==> src/logic/nes_host_pkg.sv <==
// NES host glue shared definitions
// widths, host register map, slot phases and the bus structs
package nes_host_pkg;

  localparam int MEM_ADDR_W = 22; // 4 MB NES address space
  localparam int RAM_ADDR_W = 10; // work RAM decodes only the low bits
  localparam int DATA_W     = 8;

  localparam int NUM_PHASES = 5;
  localparam int PHASE_W    = $clog2(NUM_PHASES);
  localparam logic [PHASE_W-1:0] PHASE_MEM = 0; // NES access issued here
  localparam logic [PHASE_W-1:0] PHASE_RUN = 4; // NES advanced here

  // host register addresses
  localparam logic [7:0] REG_CONF = 8'h35;
  localparam logic [7:0] REG_LOAD = 8'h37;
  localparam logic [7:0] REG_BTN0 = 8'h40;
  localparam logic [7:0] REG_BTN1 = 8'h41;

  localparam int CONF_RESET_BIT = 0; // holds NES in reset, rewinds loader

  // a is bit 0 and leaves the pad first
  typedef struct packed {
    logic right;
    logic left;
    logic down;
    logic up;
    logic start;
    logic select;
    logic b;
    logic a;
  } nes_buttons_t;

  typedef struct packed {
    logic              strobe;
    logic [7:0]        addr;
    logic [DATA_W-1:0] data;
  } reg_write_t;

  typedef struct packed {
    logic                  rd_cpu;
    logic                  rd_ppu;
    logic                  wr;
    logic [MEM_ADDR_W-1:0] addr;
    logic [DATA_W-1:0]     wdata;
  } mem_req_t;

  typedef struct packed {
    logic                  we;
    logic [RAM_ADDR_W-1:0] addr;
    logic [DATA_W-1:0]     data;
  } ram_cmd_t;

  typedef struct packed {
    logic                  valid;
    logic [MEM_ADDR_W-1:0] addr;
    logic [DATA_W-1:0]     data;
  } load_wr_t;

endpackage

==> src/logic/joypad_port.sv <==
// NES controller port
// latches host and pad buttons while strobe is high, then shifts
// them out lsb first on falling edges of the port clock
`timescale 1ns/1ps

module joypad_port import nes_host_pkg::*; (
  input  logic         clk,
  input  logic         sys_resetn,
  input  nes_buttons_t i_host_btn,
  input  nes_buttons_t i_pad_btn,
  input  logic         i_strobe,
  input  logic         i_port_clock,
  output logic         o_data
);

  logic [7:0]   shift_q;
  logic         port_clock_q;
  nes_buttons_t merged;
  logic         clock_fall;

  assign merged     = i_host_btn | i_pad_btn;       // either source presses
  assign clock_fall = port_clock_q && !i_port_clock;

  always_ff @(posedge clk) begin
    if (!sys_resetn) begin
      shift_q      <= '0;
      port_clock_q <= 1'b0;
    end else begin
      port_clock_q <= i_port_clock;
      if (i_strobe)
        shift_q <= merged;                  // reload every cycle of strobe
      else if (clock_fall)
        shift_q <= {1'b0, shift_q[7:1]};    // zero fill after the last button
    end
  end

  assign o_data = shift_q[0];

endmodule

==> config.mk <==
export PLATFORM = sky130hd
export DESIGN_NAME = joypad_port
export DESIGN_NICKNAME = d
export VERILOG_FILES = /design/src/logic/nes_host_pkg.sv /design/src/logic/joypad_port.sv
export SDC_FILE = /design/constraint.sdc
export NUM_CORES = 1
export LEC_CHECK = 0
export ABC_AREA = 1
export BUFFER_PORTS_ARGS = -buffer_cell sky130_fd_sc_hd__buf_4
export CORE_AREA = 4 4 41 43
export DETAILED_ROUTE_END_ITERATION = 10
export DIE_AREA = 0 0 45 47
export MAX_ROUTING_LAYER = met4
export PLACE_DENSITY_LB_ADDON = 0.08
export SYNTH_ARGS = -nofsm -noshare
export SYNTH_HDL_FRONTEND = slang
export SYNTH_SLANG_ARGS = --single-unit
==> constraint.sdc <==
create_clock -name clk -period 0.97 [get_ports clk]
set_input_delay 0.0485 -clock clk [delete_from_list [all_inputs] [get_ports clk]]
set_output_delay 0.0485 -clock clk [all_outputs]
set_load 0.05 [all_outputs]
==> metrics.cfg <==
[run_status]
status = finished clean

[detailed_routing]
drc = 0
ant_nets = 0
wirelength_met1_um = 449
wl_mm = 1.03
wl_per_cell_um = 9.40
dr.pass1.iters = 4
met3_length_um = 101
avgViaCountPerCell = 4.54
met2_length_um = 469
dr.max_layer_used = met4
vias = 495
drt-initial-drc-count = 6

[finish]
antenna_cells_inserted = 0
final_cells = 109
final_cell_mix = buf_4 (21), nand2_1 (13), nand3_1 (10), inv_1 (10), dfxtp_1 (9)
drive_gt1_share_pct = 31.9
area_growth_pct = 43.5
final_nets = 115
layout.cells.most_common = buf_4

[power]
pwr_density_cell_nw_per_um2 = 1300
peakVddDrop_uv = 819
static-leakage-power_nw = 0.350

[clock_tree]
cts_setup_buffers = 0
clkLatencyLatePin_ns = 0.26
cts_root_buffer = clkbuf_4
clock_path_buffers = 2
cts_resized = 0
cts_sinks = 9
htreeDepth = 1
cts_tree = yes
cts_inserted_buffers = 3
path_clk_slew_ns = 0.06

[job]
drv_cap = 0

[timing]
fmax_mhz = 1090
rsz0062_at_grt = true
holdWs_ns = 0.0332
drv_slew = 0
post-route-period-util_pct = 94.2
tns_ns = 0
final_hold_viol_count = 0
setup_viol = 0
relSlewSlack_pct = 88.5
period_minus_slack_ns = 0.913
tightest_slew_ns = 0.172
clock_skew_ns = 0.000355

[global_routing]
grt_max_degree = 11
grt_pass1_vias = 410
grt_usage_pct = 11.1
antenna_found_initial = 0
overflow = 0
grt_pass1_wl_mm = 1.60

[floorplanning]
dieHeight_um = 47
dieArea_um2 = 2120
io_pins = 21
std_cell_rows = 13
core-area_um2 = 1300
start_util_pct = 35.6
die_width_um = 45

[placed_design]
place_inst = 104
dp_hpwl_um = 799
place_congestion = 0.712
port_buffers = 20

[synth]
syn_area_um2 = 463
ys_types = 14
syn_area_per_cell_um2 = 6.71
ys_seq_area_share_pct = 38.9
ys_ff_latch = 9
ys.warnings.count = 0
syn-num-nets = 89
synthesis.instances = 69

[critical_path]
r2r_slack_ns = 0.06
path_max_fanout = 8
startpoint_type = flip-flop
end_kind = flip-flop
cp.required_ns = 1.12
worstSetupPathType = reg2reg
crit_arrival_ns = 1.07

[hold_path]
hold_class = in2reg

## cell type report
| cell class | count | area, µm² |
|---|---|---|
| Inverter | 13 | 48.8 |
| Multi-Input combinational cell | 46 | 223 |
| Tap cell | 15 | 18.8 |
| Clock buffer | 4 | 26.3 |
| Sequential cell | 9 | 180 |
| Fill cell | 146 | 637 |
| Timing Repair Buffer | 22 | 168 |
## flip-flops by register name, indices dropped and copies added, names as in the netlist
| signal | flops |
|---|---|
| port_clock_q | 1 |
| shift_q | 8 |
## critical path, cell delays in order, from the launching register on
cell and delay, ns:
dfxtp_1 0.39, nand2_2 0.15, nand2_1 0.10, nand2_1 0.05, nor2_1 0.08, nor2_1 0.04
## stage by stage
stage | setup slack, ns | total power (W) | util, % | area, µm²
after floorplan | 0.00806 | 0.000507 | - | 463
after global placement | 0.0921 | 0.000587 | 48.3 | 628
after detailed placement | 0.0677 | 0.000589 | 48.3 | 628
after CTS | 0.0597 | 0.000883 | 51.1 | 664
after global routing | -0.0125 | 0.000923 | 51.1 | 664
final | 0.0567 | 0.000866 | 51.1 | 664
## where the power goes
part | switching [W] | internal (W) | total, W
registers | 0.0000119 | 0.000396 | 0.000408
clock network | 0.000126 | 0.000158 | 0.000284
logic | 0.0000827 | 0.0000909 | 0.000174
## timing repair
item / 4_1_cts / 5_1_grt
hold buffers: 1 / 0
endpoints found under the hold margin: 1 / 0
endpoints found under the setup margin: 0 / 2
## cell families (layout without fill, tap and decap cells)
logic type / Yosys count / after routing / synth area share, %
buffers and inverters: 14 / 39 / 13.0
AO/OA/AOI/OAI: 10 / 10 / 11.3
AND/OR/NAND/NOR: 36 / 36 / 36.8
flip-flops: 9 / 9 / 38.9
## cell usage after synthesis, drive strengths merged
library cell | number | area, µm²
a21oi | 1 | 5.00
dfxtp | 9 | 180
o21ai | 8 | 40.0
inv | 13 | 48.8
nand4 | 2 | 12.5
nand3 | 10 | 50.1
nand2 | 14 | 55.1
nor2 | 10 | 52.6
a21boi | 1 | 7.51
buf | 1 | 11.3
## final timing paths
path                      from    endpoint  cells past startpoint
hold / removal      sys_resetn  shift_q[4]                      3
setup reg to reg  port_clock_q  shift_q[3]                      5
hold reg to reg     shift_q[7]  shift_q[7]                      2
setup / recovery  port_clock_q  shift_q[3]                      5
## metal layers
layer | GRT usage (%) | vias up
met4 | 3.51 | 0
met2 | 17.8 | 14
li1 | - | 269
met1 | 11.7 | 210
met3 | 6.13 | 2
met5 | - | -
Power figures use the tool's default switching activity.
