File: src/logic/nes_host_pkg.sv
// NES host glue shared definitions
// widths, host register map, slot phases and the bus structs
package nes_host_pkg;

  localparam int MEM_ADDR_W = 22; // 4 MB NES address space
  localparam int RAM_ADDR_W = 10; // work RAM decodes only the low bits
  localparam int DATA_W     = 8;

  localparam int NUM_PHASES = 5;
  localparam int PHASE_W    = $clog2(NUM_PHASES);
  localparam logic [PHASE_W-1:0] PHASE_MEM = 0; // NES access issued here
  localparam logic [PHASE_W-1:0] PHASE_RUN = 4; // NES advanced here

  // host register addresses
  localparam logic [7:0] REG_CONF = 8'h35;
  localparam logic [7:0] REG_LOAD = 8'h37;
  localparam logic [7:0] REG_BTN0 = 8'h40;
  localparam logic [7:0] REG_BTN1 = 8'h41;

  localparam int CONF_RESET_BIT = 0; // holds NES in reset, rewinds loader

  // a is bit 0 and leaves the pad first
  typedef struct packed {
    logic right;
    logic left;
    logic down;
    logic up;
    logic start;
    logic select;
    logic b;
    logic a;
  } nes_buttons_t;

  typedef struct packed {
    logic              strobe;
    logic [7:0]        addr;
    logic [DATA_W-1:0] data;
  } reg_write_t;

  typedef struct packed {
    logic                  rd_cpu;
    logic                  rd_ppu;
    logic                  wr;
    logic [MEM_ADDR_W-1:0] addr;
    logic [DATA_W-1:0]     wdata;
  } mem_req_t;

  typedef struct packed {
    logic                  we;
    logic [RAM_ADDR_W-1:0] addr;
    logic [DATA_W-1:0]     data;
  } ram_cmd_t;

  typedef struct packed {
    logic                  valid;
    logic [MEM_ADDR_W-1:0] addr;
    logic [DATA_W-1:0]     data;
  } load_wr_t;

endpackage

File: src/logic/host_reg_bank.sv
// Host register bank
// config and button registers plus the ROM loader byte stream,
// each loaded byte goes out as a one-cycle write at the next address
`timescale 1ns/1ps

module host_reg_bank import nes_host_pkg::*; (
  input  logic         clk,
  input  logic         sys_resetn,
  input  reg_write_t   i_reg,
  output load_wr_t     o_load,
  output logic         o_nes_reset,
  output nes_buttons_t o_btn0,
  output nes_buttons_t o_btn1
);

  logic                  conf_reset_q; // only the reset bit of config is defined
  nes_buttons_t          btn0_q;
  nes_buttons_t          btn1_q;
  logic [MEM_ADDR_W-1:0] load_addr_q;
  logic                  load_valid_q;
  logic [MEM_ADDR_W-1:0] load_out_addr_q;
  logic [DATA_W-1:0]     load_out_data_q;

  logic wr_conf;
  logic wr_load;
  logic rewind;

  assign wr_conf = i_reg.strobe && (i_reg.addr == REG_CONF);
  assign wr_load = i_reg.strobe && (i_reg.addr == REG_LOAD);
  // reset bit going 0 to 1 restarts the stream at address 0
  assign rewind  = wr_conf && i_reg.data[CONF_RESET_BIT] && !conf_reset_q;

  always_ff @(posedge clk) begin
    if (!sys_resetn) begin
      conf_reset_q <= 1'b1; // NES starts held in reset
      btn0_q       <= '0;
      btn1_q       <= '0;
      load_addr_q  <= '0;
      load_valid_q <= 1'b0;
    end else begin
      load_valid_q <= wr_load;
      if (wr_conf)
        conf_reset_q <= i_reg.data[CONF_RESET_BIT];
      if (i_reg.strobe && (i_reg.addr == REG_BTN0))
        btn0_q <= nes_buttons_t'(i_reg.data);
      if (i_reg.strobe && (i_reg.addr == REG_BTN1))
        btn1_q <= nes_buttons_t'(i_reg.data);
      if (rewind)
        load_addr_q <= '0;
      else if (wr_load)
        load_addr_q <= load_addr_q + 1'b1; // post increment
    end
  end

  // payload of the loader pulse
  always_ff @(posedge clk) begin
    if (wr_load) begin
      load_out_addr_q <= load_addr_q;
      load_out_data_q <= i_reg.data;
    end
  end

  assign o_load      = '{valid: load_valid_q, addr: load_out_addr_q, data: load_out_data_q};
  assign o_nes_reset = conf_reset_q;
  assign o_btn0      = btn0_q;
  assign o_btn1      = btn1_q;

endmodule

File: config.mk
export PLATFORM = sky130hd
export DESIGN_NAME = host_reg_bank
export DESIGN_NICKNAME = d
export VERILOG_FILES = /design/src/logic/nes_host_pkg.sv /design/src/logic/host_reg_bank.sv
export SDC_FILE = /design/constraint.sdc
export NUM_CORES = 1
export LEC_CHECK = 0
export ABC_AREA = 1
export BUFFER_PORTS_ARGS = -buffer_cell sky130_fd_sc_hd__buf_2
export CAP_MARGIN = 0
export CORE_MARGIN = 5
export CORE_UTILIZATION = 53
export DETAILED_ROUTE_END_ITERATION = 12
export PLACE_DENSITY_LB_ADDON = 0.05
export SLEW_MARGIN = 5
export SYNTH_ARGS = -nofsm -noshare
export SYNTH_HDL_FRONTEND = slang
export SYNTH_SLANG_ARGS = --single-unit
File: constraint.sdc
create_clock -name clk -period 2 [get_ports clk]
set_clock_uncertainty 0.15 [all_clocks]
set_input_delay 0 -clock clk [delete_from_list [all_inputs] [get_ports clk]]
set_output_delay 0 -clock clk [all_outputs]
set_load 0.05 [all_outputs]
==> metrics <==
fin crit share=95.8%; Vias/cell=4.95; CP endpoint kind=flop; RSZ-0062 raised after global routing=false; max-cap viol count=0; Worst Setup Start Kind=input pin; Num CTS Buffers=9; top_reg_cell synth=dfxtp_1; chip width=85.4 um; worst slew pin tran=0.483 ns; Clock Tree Root=clkbuf_8; Worst Hold Launch=i_reg[11]; Final setup viols=0; Hold WC Path Type=in -> reg; r2r setup slk=around 0.30 ns; RR Endpoint=load_addr_q[14]; post-DP HPWL=4670 um; IO Port Bufs=66; GRT overflow=0; reg2reg path depth=8; P&R area growth vs syn=26.8%; CTS tree=done; YS warnings=0; Max Transition Viols Final=0; Critical Path RT=~2.1 ns; effective utilization at floorplan=54.7%; Die Area=7290 um^2; Synth Cell Area=3010 um^2; Hold Path End=o_btn0[0]; FF+latch count, synth=70; Worst-path clk slew=0.08 ns; number of fillers in the final layout=472; wire per inst=13.1 um; crit path DAT=2.00 ns; vias in the first global route=~2500; H-tree depth=3; Final TNS setup=0 ns; NumNets Final=between 400 and 500; clock buffer depth=2; ranking of synthesized cells by area=edfxtp_1 (30%), dfxtp_1 (27%), nand2_1 (8.5%), nor2_1 (7.9%), inv_1 (5.1%); status=complete, no violations; Post-synth top cells=nand2_1 (68), nor2_1 (63), inv_1 (41); Detailed Route Iter0 Violations=160; Leak=between 0.0015 and 0.002 uW; final wirelength=a little under 7000 um; CP Class=in -> reg; worst hold path depth=6; cells after synthesis=349; Final Wtd Congestion=0.853; All-Layer GR Usage=between 20% and 30%; Mapped Nets=roughly 370; Die Y=~85 um; startpoint of the worst-slack reg-to-reg timing path=load_addr_q[0]; Final Hold Vio Count=0; 1st-pass router iterations=4; Async S/R FF share, synth=0%; antenna cells=0; Skew-Pair Late Insertion Delay=0.34 ns; Max VDD drop=0.000438 V; sequential share of the synthesized area=between 50% and 60%; slew margin rel.=67.8%; fin cells=519; pwr/cell area=~740 nW/um^2; cell taking the most area after synthesis=edfxtp_1; CORE AREA=5510 um^2; syn avg cell area=8.63 um^2; most common cell in the netlist=nand2_1; Inst Count DP=slightly below 500; layout cells sized above 1=22.8%; # DRC=0; shortest period the worst path allows=approximately 1.9 ns; via count=2567; largest net degree at the start of global routing=22; DRT antenna net count=0; Clock Sinks=70; Crit Path Max Fanout=8; first-pass GRT wire length=11600 um; post-synth top area share=~30%; Fmax=0.522 GHz; Cell Rows=27; initial antenna violation count=0; Cell variety after synth=28; utilization after layout=69.4%; Post-synth EDFFs=30; I/O pins=67
-- sequential cells by signal, summed over array words and instances, names as in the netlist --
name and count:
load_addr_q 22, load_out_addr_q 22, load_out_data_q 8, load_valid_q 1
o_btn0 8, o_btn1 8, o_nes_reset 1
-- what timing repair did --
item | in CTS | in global routing
hold endpoints to repair | 27 | 0
endpoints found under the setup margin | 0 | 1
setup buffers | 0 | 3
hold buffers | 19 | 0
resized for setup | 0 | 2
-- worst max-delay path, cell delays in order --
cell	delay [ns]
dlygate4sd3_1	0.53
buf_2	0.13
nor2_1	0.09
nand3_1	0.14
nor2_4	0.22
nand3_4	0.13
o21ai_2	0.15
nor2_1	0.05
dlygate4sd3_1	0.55
-- worst max path at each step --
stage | from | endpoint | slack, ns | cells after the start
2_1_floorplan | i_reg[15] | load_out_addr_q[0] | 0.46 | 5
3_3_place_gp | load_addr_q[0] | load_addr_q[14] | 0.34 | 8
3_5_place_dp | load_addr_q[0] | load_addr_q[14] | 0.30 | 8
4_1_cts | i_reg[13] | o_btn0[2] | 0.02 | 9
5_1_grt | i_reg[13] | o_btn0[2] | 0.01 | 9
6_report | i_reg[13] | o_btn0[2] | 0.08 | 9
-- routing by layer --
layer | vias to the layer above | share of wire [%] | track usage [%]
met5 | - | 0 | 0
met4 | 0 | 2.4 | 11.5
met3 | 14 | 6.0 | 4.37
met2 | 70 | 48 | 31.9
met1 | 1158 | 44 | 25.0
li1 | 1325 | - | -
-- report_power, final --
part,switching [uW],internal (uW)
clock,504,707
combinational,70.8,51.6
sequential,0.554,1480
-- layout make-up --
cell class	count	area, um^2	share of cell area [%]
Clock buffer	13	139	3.64
Clock inverter	3	68.8	1.80
Inverter	43	161	4.23
Multi-Input combinational cell	228	1100	28.8
Sequential cell	70	1700	44.5
Tap cell	72	90.1	2.36
Timing Repair Buffer	90	558	14.6
-- cells by family (layout without fill, tap and decap cells) --
logic type / Yosys count / count (layout) / share of synthesized area [%]
flip-flops: 70 / 70 / 56.5
AND/OR/NAND/NOR: 184 / 184 / 27.5
XOR/XNOR: 2 / 2 / 0.582
AO/OA/AOI/OAI: 41 / 41 / 7.69
adder cells (fa/ha/maj): 1 / 1 / 0.415
buffers and inverters: 51 / 149 / 7.31
-- placed cells by master (no fill, tap or decap), drive strengths merged --
| cell | netlist | final |
|---|---|---|
| buf | 6 | 71 |
| nor2 | 71 | 71 |
| nand2 | 70 | 70 |
| inv | 43 | 43 |
| dfxtp | 40 | 40 |
| nand3 | 32 | 32 |
| edfxtp | 30 | 30 |
| dlygate4sd3 | 0 | 19 |
| o21ai | 19 | 19 |
| clkbuf | 2 | 13 |
| a21oi | 9 | 9 |
| a31oi | 8 | 8 |
| nand3b | 5 | 5 |
| o21bai | 5 | 5 |
| nand4 | 4 | 4 |
| xor2 | 2 | 2 |
| bufinv | 0 | 2 |
| nor3 | 2 | 2 |
| ha | 1 | 1 |
| clkinv | 0 | 1 |
-- metrics by stage --
stage	hold slack (ns)	setup WS [ns]	total power [uW]	cell area, um^2
6_report	0.0444	0.0842	2810	3820
5_1_grt	0.0540	0.0129	2920	3820
4_1_cts	0.0368	0.0184	2830	3790
3_5_place_dp	0.0627	0.304	1600	3390
3_3_place_gp	0.0669	0.339	1600	3390
2_1_floorplan	-0.0511	0.458	1570	3010
Note: power is estimated with default switching activity, not from simulation.
