$ cat config.mk
export PLATFORM = sky130hd
export DESIGN_NAME = mem_slot_arbiter
export DESIGN_NICKNAME = d
export VERILOG_FILES = /design/src/logic/nes_host_pkg.sv /design/src/logic/mem_slot_arbiter.sv
export SDC_FILE = /design/constraint.sdc
export NUM_CORES = 1
export LEC_CHECK = 0
export ABC_CLOCK_PERIOD_IN_PS = 1120
export BUFFER_PORTS_ARGS = -buffer_cell sky130_fd_sc_hd__buf_2
export CAP_MARGIN = 10
export CORE_ASPECT_RATIO = 0.7
export CORE_MARGIN = 5
export CORE_UTILIZATION = 35
export DETAILED_ROUTE_END_ITERATION = 12
export GPL_TIMING_DRIVEN = 0
export PLACE_DENSITY = 0.9
export SETUP_SLACK_MARGIN = 0.1
export SYNTH_ARGS = -nofsm -noshare
export SYNTH_HDL_FRONTEND = slang
export SYNTH_SLANG_ARGS = --single-unit
$ cat constraint.sdc
create_clock -name clk -period 1.12 [get_ports clk]
set_input_delay 0.056 -clock clk [delete_from_list [all_inputs] [get_ports clk]]
set_output_delay 0.056 -clock clk [all_outputs]
set_load 0.01 [all_outputs]
$ cat src/logic/nes_host_pkg.sv
// NES host glue shared definitions
// widths, host register map, slot phases and the bus structs
package nes_host_pkg;

  localparam int MEM_ADDR_W = 22; // 4 MB NES address space
  localparam int RAM_ADDR_W = 10; // work RAM decodes only the low bits
  localparam int DATA_W     = 8;

  localparam int NUM_PHASES = 5;
  localparam int PHASE_W    = $clog2(NUM_PHASES);
  localparam logic [PHASE_W-1:0] PHASE_MEM = 0; // NES access issued here
  localparam logic [PHASE_W-1:0] PHASE_RUN = 4; // NES advanced here

  // host register addresses
  localparam logic [7:0] REG_CONF = 8'h35;
  localparam logic [7:0] REG_LOAD = 8'h37;
  localparam logic [7:0] REG_BTN0 = 8'h40;
  localparam logic [7:0] REG_BTN1 = 8'h41;

  localparam int CONF_RESET_BIT = 0; // holds NES in reset, rewinds loader

  // a is bit 0 and leaves the pad first
  typedef struct packed {
    logic right;
    logic left;
    logic down;
    logic up;
    logic start;
    logic select;
    logic b;
    logic a;
  } nes_buttons_t;

  typedef struct packed {
    logic              strobe;
    logic [7:0]        addr;
    logic [DATA_W-1:0] data;
  } reg_write_t;

  typedef struct packed {
    logic                  rd_cpu;
    logic                  rd_ppu;
    logic                  wr;
    logic [MEM_ADDR_W-1:0] addr;
    logic [DATA_W-1:0]     wdata;
  } mem_req_t;

  typedef struct packed {
    logic                  we;
    logic [RAM_ADDR_W-1:0] addr;
    logic [DATA_W-1:0]     data;
  } ram_cmd_t;

  typedef struct packed {
    logic                  valid;
    logic [MEM_ADDR_W-1:0] addr;
    logic [DATA_W-1:0]     data;
  } load_wr_t;

endpackage

$ cat src/logic/mem_slot_arbiter.sv
// Memory slot arbiter
// five-phase slot cycle shared by the ROM loader and the NES core,
// loader writes win at any time, NES accesses go out at PHASE_MEM
// and read data is steered to the CPU or PPU register one cycle later
`timescale 1ns/1ps

module mem_slot_arbiter import nes_host_pkg::*; (
  input  logic              clk,
  input  logic              sys_resetn,
  input  logic              i_nes_reset,
  input  load_wr_t          i_load,
  input  mem_req_t          i_nes_req,
  input  logic [DATA_W-1:0] i_ram_rdata,
  output ram_cmd_t          o_ram,
  output logic              o_nes_run,
  output logic [DATA_W-1:0] o_cpu_rdata,
  output logic [DATA_W-1:0] o_ppu_rdata
);

  logic [PHASE_W-1:0] phase_q;
  logic               nes_grant;
  logic               nes_slot; // NES actually owns the RAM this cycle
  logic               pend_cpu_q;
  logic               pend_ppu_q;
  logic [DATA_W-1:0]  cpu_rdata_q;
  logic [DATA_W-1:0]  ppu_rdata_q;

  // phase 0 issue, 1 ram data back, 2 captured, 4 run
  always_ff @(posedge clk) begin
    if (!sys_resetn)
      phase_q <= '0;
    else if (phase_q == PHASE_W'(NUM_PHASES - 1))
      phase_q <= '0;
    else
      phase_q <= phase_q + 1'b1;
  end

  assign nes_grant = (phase_q == PHASE_MEM) && !i_nes_reset;
  assign nes_slot  = nes_grant && !i_load.valid;

  // command mux, loader first
  always_comb begin
    if (i_load.valid) begin
      o_ram.we   = 1'b1;
      o_ram.addr = i_load.addr[RAM_ADDR_W-1:0];
      o_ram.data = i_load.data;
    end else begin
      o_ram.we   = nes_grant && i_nes_req.wr;
      o_ram.addr = i_nes_req.addr[RAM_ADDR_W-1:0]; // aliases mod 1024
      o_ram.data = i_nes_req.wdata;
    end
  end

  // remember the read kind, cpu over ppu when both are set
  always_ff @(posedge clk) begin
    if (!sys_resetn) begin
      pend_cpu_q <= 1'b0;
      pend_ppu_q <= 1'b0;
    end else begin
      pend_cpu_q <= nes_slot && i_nes_req.rd_cpu;
      pend_ppu_q <= nes_slot && i_nes_req.rd_ppu && !i_nes_req.rd_cpu;
    end
  end

  // each register holds until the next read of its kind
  always_ff @(posedge clk) begin
    if (!sys_resetn) begin
      cpu_rdata_q <= '0;
      ppu_rdata_q <= '0;
    end else begin
      if (pend_cpu_q)
        cpu_rdata_q <= i_ram_rdata;
      if (pend_ppu_q)
        ppu_rdata_q <= i_ram_rdata;
    end
  end

  assign o_nes_run   = (phase_q == PHASE_RUN) && !i_nes_reset;
  assign o_cpu_rdata = cpu_rdata_q;
  assign o_ppu_rdata = ppu_rdata_q;

endmodule

==> flow_summary.rst, run 1 <==
.. list-table::
   :header-rows: 1

   * - Metric
     - Value
   * - Nets
     - 263
   * - Number of buffers inserted by hold repair at cts
     - 0
   * - Startpoint of the worst register-to-register path
     - phase_q[0]
   * - CTS H-Tree Depth
     - 1
   * - Setup slack of the worst register-to-register path
     - 0.03 ns
   * - Number of antenna cells inserted
     - 0
   * - Met3 Track Usage GR
     - around 3.6%
   * - Number of hold violations in the final report
     - 0
   * - Longest Clk Path Bufs
     - 2
   * - Worst VDD drop
     - 0.5647 mV
   * - Share of cells above drive strength 1
     - about two thirds
   * - Arrival @ worst endpoint
     - around 1.2 ns
   * - Top-level I/O count
     - between 100 and 150
   * - Total grt overflow
     - 0
   * - Number of nets with antenna violations after routing
     - 0
   * - Critical path class
     - reg -> out
   * - Critical Path End Type
     - output port
   * - Routed WL per cell
     - 15.10 microns
   * - Actual slew at the worst max-slew pin
     - roughly 0.43 ns
   * - Total of fill cells in the finished design
     - between 300 and 400
   * - Chip Width
     - 77.34 microns
   * - Clock transition at the register clock pins on the worst setup and hold paths after CTS
     - roughly 0.080 ns
   * - Maximum Capacitance Violations
     - 0
   * - Half-perimeter wire length of the detailed placement result
     - 2.780 mm
   * - Global-route track usage on met2
     - 29.14%
   * - Path category of the worst min-delay check
     - in -> reg
   * - Number of buffers added by the clock tree synthesis step
     - 3
   * - Port Buf Inserts
     - 86
   * - Gate count after technology mapping
     - a little over 90
   * - Synthesized area divided by synthesized cell count
     - 11.95 sq um
   * - Result of the run
     - finished with violations
   * - Area share of the leading cell type in the synthesized netlist
     - 37.84%
   * - Full die area
     - between 0.004 and 0.005 sq mm
   * - Wire length of the first global-routing pass
     - 5.361 mm
   * - Share of the clock period used by the worst path
     - 115.6%
   * - RD Place Congestion
     - ~0.79
   * - Cell at the root of the clock tree
     - clkbuf_8
   * - Achievable Freq
     - 772.2 MHz
   * - Worst Hold Depth
     - 3
   * - Critical Path Source Type
     - flop
   * - CORE AREA
     - 0.003105 sq mm
   * - Cell types with the largest area share after synthesis
     - dfxtp_1 (38%), mux2_4 (24%), mux2i_1 (14%), nor2b_1 (9.0%), ha_1 (2.3%)
   * - Leak
     - 0.8483 nW
   * - Initial Util
     - 35.78%
   * - GRT Util Overall
     - 15.26%
   * - Register area share after synthesis
     - 37.84%
   * - Min Tclk post-route
     - between 1 and 1.5 ns
   * - Total power of the final layout
     - 1.688 mW
   * - Cell count of the worst reg-to-reg path
     - 5
   * - Setup TNS after final layout
     - -0.2708 ns
   * - Syn_nets
     - 170
   * - Hold worst-path end
     - o_cpu_rdata[4]
   * - CP required
     - 1.06 ns
   * - Drt drc
     - 0
   * - Final Slew Violations
     - 0
   * - Count of different cell masters after synthesis
     - 19
   * - Worst setup margin
     - -0.1750 ns
   * - Detailed Route WL
     - 3.367 mm
   * - Cell type with the largest total area after synthesis
     - dfxtp_1
   * - Later-pin clock latency in the skew report
     - between 0.2 and 0.3 ns
   * - Setup skew after layout
     - 0.005022 ns
   * - Number of endpoints failing setup at the final stage
     - 2
   * - Detailed-route vias per instance
     - roughly 4.5
   * - Maximum fanout along the worst path
     - 3
   * - Most frequent cells in the layout
     - buf_2 (87), dfxtp_1 (19), mux2_4 (18)
   * - Combined area of all synthesized cells
     - around 0.0011 sq mm
   * - Clock tree from TritonCTS
     - built
   * - Met1 capacity usage during global routing
     - roughly 18%
   * - Cell with the biggest individual delay on the critical path
     - dfxtp_2
   * - Maximum number of pins on one net before global-route repair
     - 13
   * - Start point of the critical path
     - phase_q[0]
   * - Failing checks
     - negative setup slack
   * - Pre-Repair DR Iteration Count
     - 2
   * - Leading cell type in the layout, fill and taps excluded
     - buf_2
   * - Vias in the first global route
     - between 1,000 and 1,500
   * - Origin of the worst min-delay path
     - i_ram_rdata[4]
   * - Die height
     - approximately 57 microns
   * - Via count
     - 1,006
   * - Worst slew margin relative to its limit
     - between 70% and 80%
   * - Areal power density over the cells
     - 1009 mW/mm^2
   * - Number of violations reported at the end of detailed-routing iteration 0
     - 16
   * - Cell Rows
     - 17
   * - Reg-to-reg critical path endpoint
     - pend_cpu_q
   * - Layer with the highest usage
     - met2
   * - Series of cell instances along the critical path
     - inv_2, ha_4, nor3b_4, a21o_1, buf_2
   * - Largest stage delay, worst path
     - 0.34 ns
   * - RSZ-0062 raised after global routing
     - true
   * - Synthesis Warnings
     - 0
   * - Area growth, synth to finish
     - 50.68%
   * - FF+latch count, synth
     - 21
   * - Initial antenna violation count
     - 0
   * - Total clock sinks
     - 21
-- timing repair --
item,CTS,global route
resized for setup,7,1
buffers inserted,2,2
cloned,0,0
endpoints found under the setup margin,4,4
pin swaps,4,1
-- cell usage after synthesis (all sizes together) --
master   n
a21o     1
o31ai    1
mux2i   16
nor2     2
and4     1
ha       2
inv      2
nand2    2
and4b    1
clkbuf   1
dfxtp   21
and3     2
mux2    18
nor3b    1
buf      5
nand3b   1
nor2b   16
-- cells by family (layout without fill, tap and decap cells) --
family,after synthesis,after routing,synth area share (%)
muxes,34,34,38.74
buffers and inverters,8,100,4.841
DFF,21,21,37.84
and+or+nand+nor,26,26,14.98
AOI/OAI and AO/OA,2,2,1.352
adders and majority gates,2,2,2.252
-- worst max-delay path, delay by kind of cell (launching register included) --
family | cells | cell delay [ns]
buf+inv | 2 | 0.18
flops | 1 | 0.34
compound gates | 1 | 0.16
fa+ha+maj | 1 | 0.16
simple gates | 1 | 0.15
-- registers in the layout (all words and copies together), names as in the netlist --
signal and cells:
o_ppu_rdata 8, o_cpu_rdata 8, phase_q 3, pend_cpu_q 1
pend_ppu_q 1
-- metal layers --
metal,up-vias,part of all wire [%]
met5,-,0
met4,0,0
met3,0,4.1
met2,22,54
met1,484,42
li1,500,-
-- per-stage QoR --
| stage | cells | utilization, % | area (sq um) | hold WS, ns | worst slack (ns) |
|---|---|---|---|---|---|
| after floorplan | 93 | - | 1111 | 0.1595 | 0.1089 |
| after global placement | 217 | 51.17 | 1589 | 0.3142 | 0.02245 |
| after detailed placement | 217 | 51.17 | 1589 | 0.3087 | 0.009222 |
| after CTS | 222 | 53.59 | 1664 | 0.05953 | -0.1707 |
| after global routing | 223 | 53.91 | 1674 | 0.06326 | -0.2254 |
| final | 223 | 53.91 | 1674 | 0.06479 | -0.1750 |
-- power breakdown --
| part | internal (mW) | total, mW | switching (mW) |
|---|---|---|---|
| Clock | 0.247 | 0.488 | 0.240 |
| Combinational | 0.248 | 0.422 | 0.174 |
| Sequential | 0.767 | 0.779 | 0.0123 |
| Total | 1.26 | 1.69 | 0.426 |
-- area by class of cell --
cell class | instances | area [sq um] | area share (%)
Clock inverter | 1 | 5.005 | 0.2990
Sequential cell | 21 | 422.9 | 25.26
Timing Repair Buffer | 88 | 445.4 | 26.61
Inverter | 2 | 7.507 | 0.4484
Multi-Input combinational cell | 64 | 658.1 | 39.31
Buffer | 6 | 46.29 | 2.765
Clock buffer | 3 | 41.29 | 2.466
Tap cell | 38 | 47.55 | 2.840
-- worst max-delay path by stage --
stage                       endpoint  slack [ns]
after CTS                  o_ram[18]       -0.17
after floorplan           pend_cpu_q        0.11
after global routing       o_ram[18]       -0.23
after detailed placement   o_ram[18]       0.009
final                      o_ram[18]       -0.17
after global placement     o_ram[18]        0.02
No activity file was read; power rests on OpenSTA's default activity.
==> inputs of run 2 (changes only) <==
--- a/config.mk
+++ b/config.mk
@@ -14,6 +14,7 @@
 export DETAILED_ROUTE_END_ITERATION = 12
 export GPL_TIMING_DRIVEN = 0
 export PLACE_DENSITY = 0.9
+export RECOVER_POWER = 100
 export SETUP_SLACK_MARGIN = 0.1
 export SYNTH_ARGS = -nofsm -noshare
 export SYNTH_HDL_FRONTEND = slang
==> run 2 against run 1 <==
  * The flow still finishes with violations (negative setup slack)
  * Global-route usage did not move
  * Final cell count is the same
  * Total power is 0.98% lower
  * Die area did not move
  * Worst setup slack improved by 0.00064 ns
  * Count of clock-buffer cells in the layout unchanged
  * Wire length decreased by 0.27%
  * Critical endpoint unchanged
  * Largest cell class unchanged
  * Largest power group unchanged
==> flow_summary.rst, run 2 (synthesized netlist as in run 1, its figures left out) <==
.. list-table::
   :header-rows: 1

   * - Metric
     - Value
   * - Actual slew at the worst max-slew pin
     - 0.4222 ns
   * - Drt drc
     - 0
   * - Number of buffers added by the clock tree synthesis step
     - 3
   * - Maximum fanout along the worst path
     - 3
   * - Clock transition at the register clock pins on the worst setup and hold paths after CTS
     - 0.08 ns
   * - Longest Clk Path Bufs
     - 2
   * - Number of hold violations in the final report
     - 0
   * - Min Tclk post-route
     - 1.294 ns
   * - Port Buf Inserts
     - 86
   * - DP Cell Count
     - 217
   * - Arrival @ worst endpoint
     - 1.24 ns
   * - Largest stage delay, worst path
     - 0.34 ns
   * - Top-level I/O count
     - 111
   * - Worst slack at placement
     - approximately 0.0092 ns
   * - Cell with the biggest individual delay on the critical path
     - dfxtp_2
   * - Via count
     - 1,010
   * - Path category of the worst min-delay check
     - in -> reg
   * - CTS H-Tree Depth
     - 1
   * - Critical path class
     - reg -> out
   * - GRT Util Overall
     - 15.26%
   * - Full die area
     - 0.004419 sq mm
   * - Areal power density over the cells
     - 1034 mW/mm^2
   * - Clock tree from TritonCTS
     - built
   * - Nets
     - approximately 260
   * - Total of fill cells in the finished design
     - roughly 330
   * - Initial Util
     - 35.78%
   * - Wire length of the first global-routing pass
     - between 5 and 6 mm
   * - Cell Rows
     - 17
   * - Buffers and inverters on the worst path
     - 2
   * - Final Slew Violations
     - 0
   * - Failing checks
     - negative setup slack
   * - Critical Path End Type
     - output port
   * - Worst setup margin
     - -0.1743 ns
   * - Setup TNS after final layout
     - -0.2720 ns
   * - Initial antenna violation count
     - 0
   * - Later-pin clock latency in the skew report
     - 0.26 ns
   * - Half-perimeter wire length of the detailed placement result
     - 2.780 mm
   * - Critical Path Source Type
     - flop
   * - RSZ-0062 raised after global routing
     - true
   * - Leading cell type in the layout, fill and taps excluded
     - buf_2
   * - Worst VDD drop
     - 0.5671 mV
   * - Chip Width
     - 77.34 microns
   * - CP required
     - 1.06 ns
   * - Die height
     - ~57 microns
   * - Achievable Freq
     - between 700 and 800 MHz
   * - Cell at the root of the clock tree
     - clkbuf_8
   * - Most frequent cells in the layout
     - buf_2 (65), clkbuf_1 (20), dfxtp_1 (19)
   * - CORE AREA
     - between 0.003 and 0.004 sq mm
   * - Maximum Capacitance Violations
     - 0
   * - Worst slew margin relative to its limit
     - a little under three quarters
   * - Share of cells above drive strength 1
     - 52.43%
   * - Number of antenna cells inserted
     - 0
   * - Delay-heaviest family, CP
     - flip-flops
   * - Number of standard cells in the layout, taps in and fillers out
     - 223
   * - Pre-Repair DR Iteration Count
     - 3
   * - Detailed Route WL
     - around 3.4 mm
   * - RD Place Congestion
     - around 0.8
   * - Share of the core filled with cells in the final layout
     - 52.05%
   * - Maximum number of pins on one net before global-route repair
     - 13
   * - Result of the run
     - finished with violations
   * - Share of the clock period used by the worst path
     - 115.6%
   * - Setup skew after layout
     - 0.008248 ns
   * - Number of nets with antenna violations after routing
     - 0
   * - Routed WL per cell
     - 15.06 microns
   * - Number of buffers inserted by hold repair at cts
     - 0
   * - Series of cell instances along the critical path
     - inv_2, ha_4, nor3b_4, a21o_1, buf_2
   * - Vias in the first global route
     - 1,106
   * - Detailed-route vias per instance
     - ~4.5
   * - Total clock sinks
     - 21
   * - Number of violations reported at the end of detailed-routing iteration 0
     - 24
   * - Area growth, synth to finish
     - 45.50%
   * - Number of endpoints failing setup at the final stage
     - 2
   * - Leak
     - 0.7420 nW
   * - Total grt overflow
     - 0
[run 2: cell count changes in the layout (fill, tap and decap cells not counted), sizes merged]
cell,change
clkbuf,+25
buf,-25
[run 2: power by group]
group	leakage, nW	switching, mW	internal, mW	total (mW)
Combinational	0.546	0.171	0.227	0.397
Sequential	0.171	0.0125	0.767	0.779
Clock	0.0255	0.248	0.248	0.495
[run 2: tightest hold or removal path, delay by kind of cell]
family                 cells  cell delay [ns]
buffers and inverters      1             0.09
muxes                      1             0.06
and+or+nand+nor            1             0.09
[run 2: final cells by class]
cell class	instances	area, sq um	share of cell area, %
Multi-Input combinational cell	64	635.6	39.32
Sequential cell	21	422.9	26.16
Timing Repair Buffer	88	421.7	26.08
Tap cell	38	47.55	2.941
Clock buffer	3	41.29	2.554
Buffer	6	35.03	2.167
Inverter	2	7.507	0.4644
Clock inverter	1	5.005	0.3096
[run 2: worst paths after layout]
path | startpoint | to | slack (ns) | depth (start not counted)
worst max-delay path | phase_q[0] | o_ram[18] | -0.17 | 5
worst min-delay path | i_ram_rdata[4] | o_cpu_rdata[4] | 0.06 | 3
worst max register to register | phase_q[0] | pend_cpu_q | 0.03 | 5
worst min register to register | o_cpu_rdata[4] | o_cpu_rdata[4] | 0.52 | 2
[run 2: timing repair]
action                                  CTS  global route
pin swaps                                 4             1
endpoints found under the setup margin    4             4
setup buffers                             2             2
gates cloned                              0             0
resized for setup                         7             1
[run 2: stage by stage]
stage	area (sq um)	power, mW	hold slack [ns]
after floorplan	1111	0.9992	0.1595
after global placement	1589	1.167	0.3142
after detailed placement	1589	1.185	0.3087
after CTS	1664	1.703	0.05953
after global routing	1617	1.773	0.06326
final	1617	1.672	0.06140
[run 2: routing by layer]
metal  track usage [%]  wire (microns)  vias up
li1                  -               -      501
met1             17.64            1413      487
met2             29.14            1817       22
met3             3.628             127        0
met4             2.206               0        0
met5                 0               0        -
==> inputs of run 3 (changes only) <==
--- a/config.mk
+++ b/config.mk
@@ -15,6 +15,7 @@
 export GPL_TIMING_DRIVEN = 0
 export PLACE_DENSITY = 0.9
 export RECOVER_POWER = 100
+export REMOVE_ABC_BUFFERS = 1
 export SETUP_SLACK_MARGIN = 0.1
 export SYNTH_ARGS = -nofsm -noshare
 export SYNTH_HDL_FRONTEND = slang
==> run 3 against run 2 <==
  * Count of clock-buffer cells in the layout did not move
  * Clock power is 2% lower
  * Highest routed layer is now met4
  * Total power decreased by 0.77%
  * The flow still finishes with violations (negative setup slack)
  * Sequential share of layout area rose by 0.13 points
==> flow_summary.rst, run 3 (synthesized netlist as in run 1, its figures left out) <==
.. list-table::
   :header-rows: 1

   * - Metric
     - Value
   * - M1 WL
     - 1.095 mm
   * - Number of endpoints failing setup at the final stage
     - 2
   * - Setup TNS after final layout
     - -0.2667 ns
   * - Path category of the worst min-delay check
     - in -> reg
   * - Vias in the first global route
     - 940
   * - Number of buffers added by the clock tree synthesis step
     - 3
   * - Number of hold violations in the final report
     - 0
   * - GRT Util Overall
     - 11.69%
   * - Final Slew Violations
     - 0
   * - Full die area
     - 0.004419 sq mm
   * - Worst setup margin
     - -0.1574 ns
   * - Actual slew at the worst max-slew pin
     - 0.3285 ns
   * - RSZ-0062 raised after global routing
     - true
   * - Total length of routed met2 wires
     - 1.233 mm
   * - Maximum number of pins on one net before global-route repair
     - 23
   * - Failing checks
     - negative setup slack
   * - Series of cell instances along the critical path
     - inv_2, ha_4, nor3b_4, a21o_1, buf_2
   * - Total grt overflow
     - 0
   * - Initial antenna violation count
     - 0
   * - CORE AREA
     - around 0.0031 sq mm
   * - Half-perimeter wire length of the detailed placement result
     - 2.244 mm
   * - Leak
     - 0.7572 nW
   * - Number of standard cells in the layout, taps in and fillers out
     - 218
   * - Share of cells above drive strength 1
     - 57.22%
   * - Nets
     - 258
   * - Total power of the final layout
     - 1.659 mW
   * - Worst VDD drop
     - 0.3233 mV
   * - Leading cell type in the layout, fill and taps excluded
     - buf_2
   * - Number of violations reported at the end of detailed-routing iteration 0
     - 17
   * - Port Buf Inserts
     - 86
   * - Maximum Capacitance Violations
     - 0
   * - Cell at the root of the clock tree
     - clkbuf_8
   * - Critical Path Source Type
     - flop
   * - Worst slack at placement
     - 0.003717 ns
   * - Smallest hold slack
     - 0.07303 ns
   * - Cell with the biggest individual delay on the critical path
     - dfxtp_2
   * - DP Cell Count
     - 211
   * - Min Tclk post-route
     - approximately 1.3 ns
   * - Chip Width
     - between 70 and 80 microns
   * - Drt drc
     - 0
   * - Clock transition at the register clock pins on the worst setup and hold paths after CTS
     - 0.07 ns
   * - Number of antenna cells inserted
     - 0
   * - Clock tree from TritonCTS
     - built
   * - RD Place Congestion
     - 0.6907
   * - CP required
     - around 1.1 ns
   * - Setup slack of the worst register-to-register path
     - 0.05 ns
   * - Initial Util
     - 35.78%
   * - Later-pin clock latency in the skew report
     - 0.26 ns
   * - Maximum fanout along the worst path
     - 2
   * - Cell Rows
     - 17
   * - Highest routing layer actually used
     - met4
   * - Setup skew after layout
     - 0.002117 ns
   * - Routed WL per cell
     - 12.52 microns
   * - Areal power density over the cells
     - roughly 1000 mW/mm^2
   * - Share of the clock period used by the worst path
     - 114.1%
   * - WL met3
     - 387 microns
   * - Longest Clk Path Bufs
     - 2
   * - Total clock sinks
     - 21
   * - Via count
     - 963
   * - Pre-Repair DR Iteration Count
     - 4
   * - Fin area
     - 0.001618 sq mm
   * - CTS H-Tree Depth
     - 1
   * - Area growth, synth to finish
     - 45.61%
   * - Number of buffers inserted by hold repair at cts
     - 0
   * - Total of fill cells in the finished design
     - 292
   * - Number of nets with antenna violations after routing
     - 0
   * - Placed Area
     - 0.001543 sq mm
   * - Die height
     - 57.14 microns
   * - Most frequent cells in the layout
     - buf_2 (69), mux2_4 (18), dfxtp_1 (17)
   * - Detailed Route WL
     - around 2.7 mm
   * - Largest stage delay, worst path
     - 0.34 ns
   * - Detailed-route vias per instance
     - about 4.4
   * - Achievable Freq
     - 782.8 MHz
   * - Critical path class
     - reg -> out
   * - Critical Path End Type
     - output port
   * - Wire length of the first global-routing pass
     - 4.146 mm
   * - Result of the run
     - finished with violations
   * - Worst slew margin relative to its limit
     - 78.10%
   * - Arrival @ worst endpoint
     - 1.22 ns
   * - Top-level I/O count
     - 111
   * - Share of the core filled with cells in the final layout
     - about 52%
-- run 3: cell count changes in the layout (fill, tap and decap cells not counted), moves of 2 or more --
cell,previous run,this run
clkbuf_1,20,16
buf_2,65,69
buf_4,2,4
clkbuf_2,6,0
dfxtp_2,2,4
mux2_1,6,0
mux2_4,12,18
dfxtp_1,19,17
-- run 3: power breakdown --
group	total [mW]	internal (mW)	leakage (nW)	switching, mW
Combinational	0.392	0.241	0.560	0.151
Sequential	0.784	0.767	0.172	0.0171
Clock	0.483	0.247	0.0255	0.236
Total	1.66	1.25	0.757	0.404
-- run 3: area by class of cell --
| cell class | instances | area [sq um] | area share, % |
|---|---|---|---|
| clock buffers | 3 | 41.29 | 2.552 |
| flip-flops and latches | 21 | 425.4 | 26.30 |
| multi-input cells | 64 | 655.6 | 40.53 |
| well taps | 38 | 47.55 | 2.939 |
| repair buffers | 89 | 435.4 | 26.91 |
| inverters | 2 | 7.507 | 0.4640 |
| clock inverters | 1 | 5.005 | 0.3094 |
-- run 3: final timing paths --
check	start	end	depth (start not counted)
max reg2reg	phase_q[0]	pend_cpu_q	5
min reg2reg	o_ppu_rdata[6]	o_ppu_rdata[6]	2
max	phase_q[0]	o_ram[18]	5
min	i_nes_req[31]	pend_ppu_q	2
-- run 3: timing repair --
| item | CTS | global route |
|---|---|---|
| pin swaps | 4 | 0 |
| endpoints found under the setup margin | 38 | 6 |
| endpoints found under the hold margin | 0 | 0 |
| gates resized for setup | 10 | 0 |
| buffers inserted | 3 | 0 |
-- run 3: per-layer routing --
layer / global-route usage, % / vias up
li1: - / 495
met3: 7.256 / 4
met1: 13.00 / 404
met5: 0 / -
met4: 2.206 / 0
met2: 19.30 / 60
-- run 3: critical path, delay by kind of cell, from the launching register on --
kind                       cells  cell delay (ns)
AOI/OAI and AO/OA              1             0.15
adders and majority gates      1             0.15
buffers and inverters          2             0.18
DFF                            1             0.34
and+or+nand+nor                1             0.15
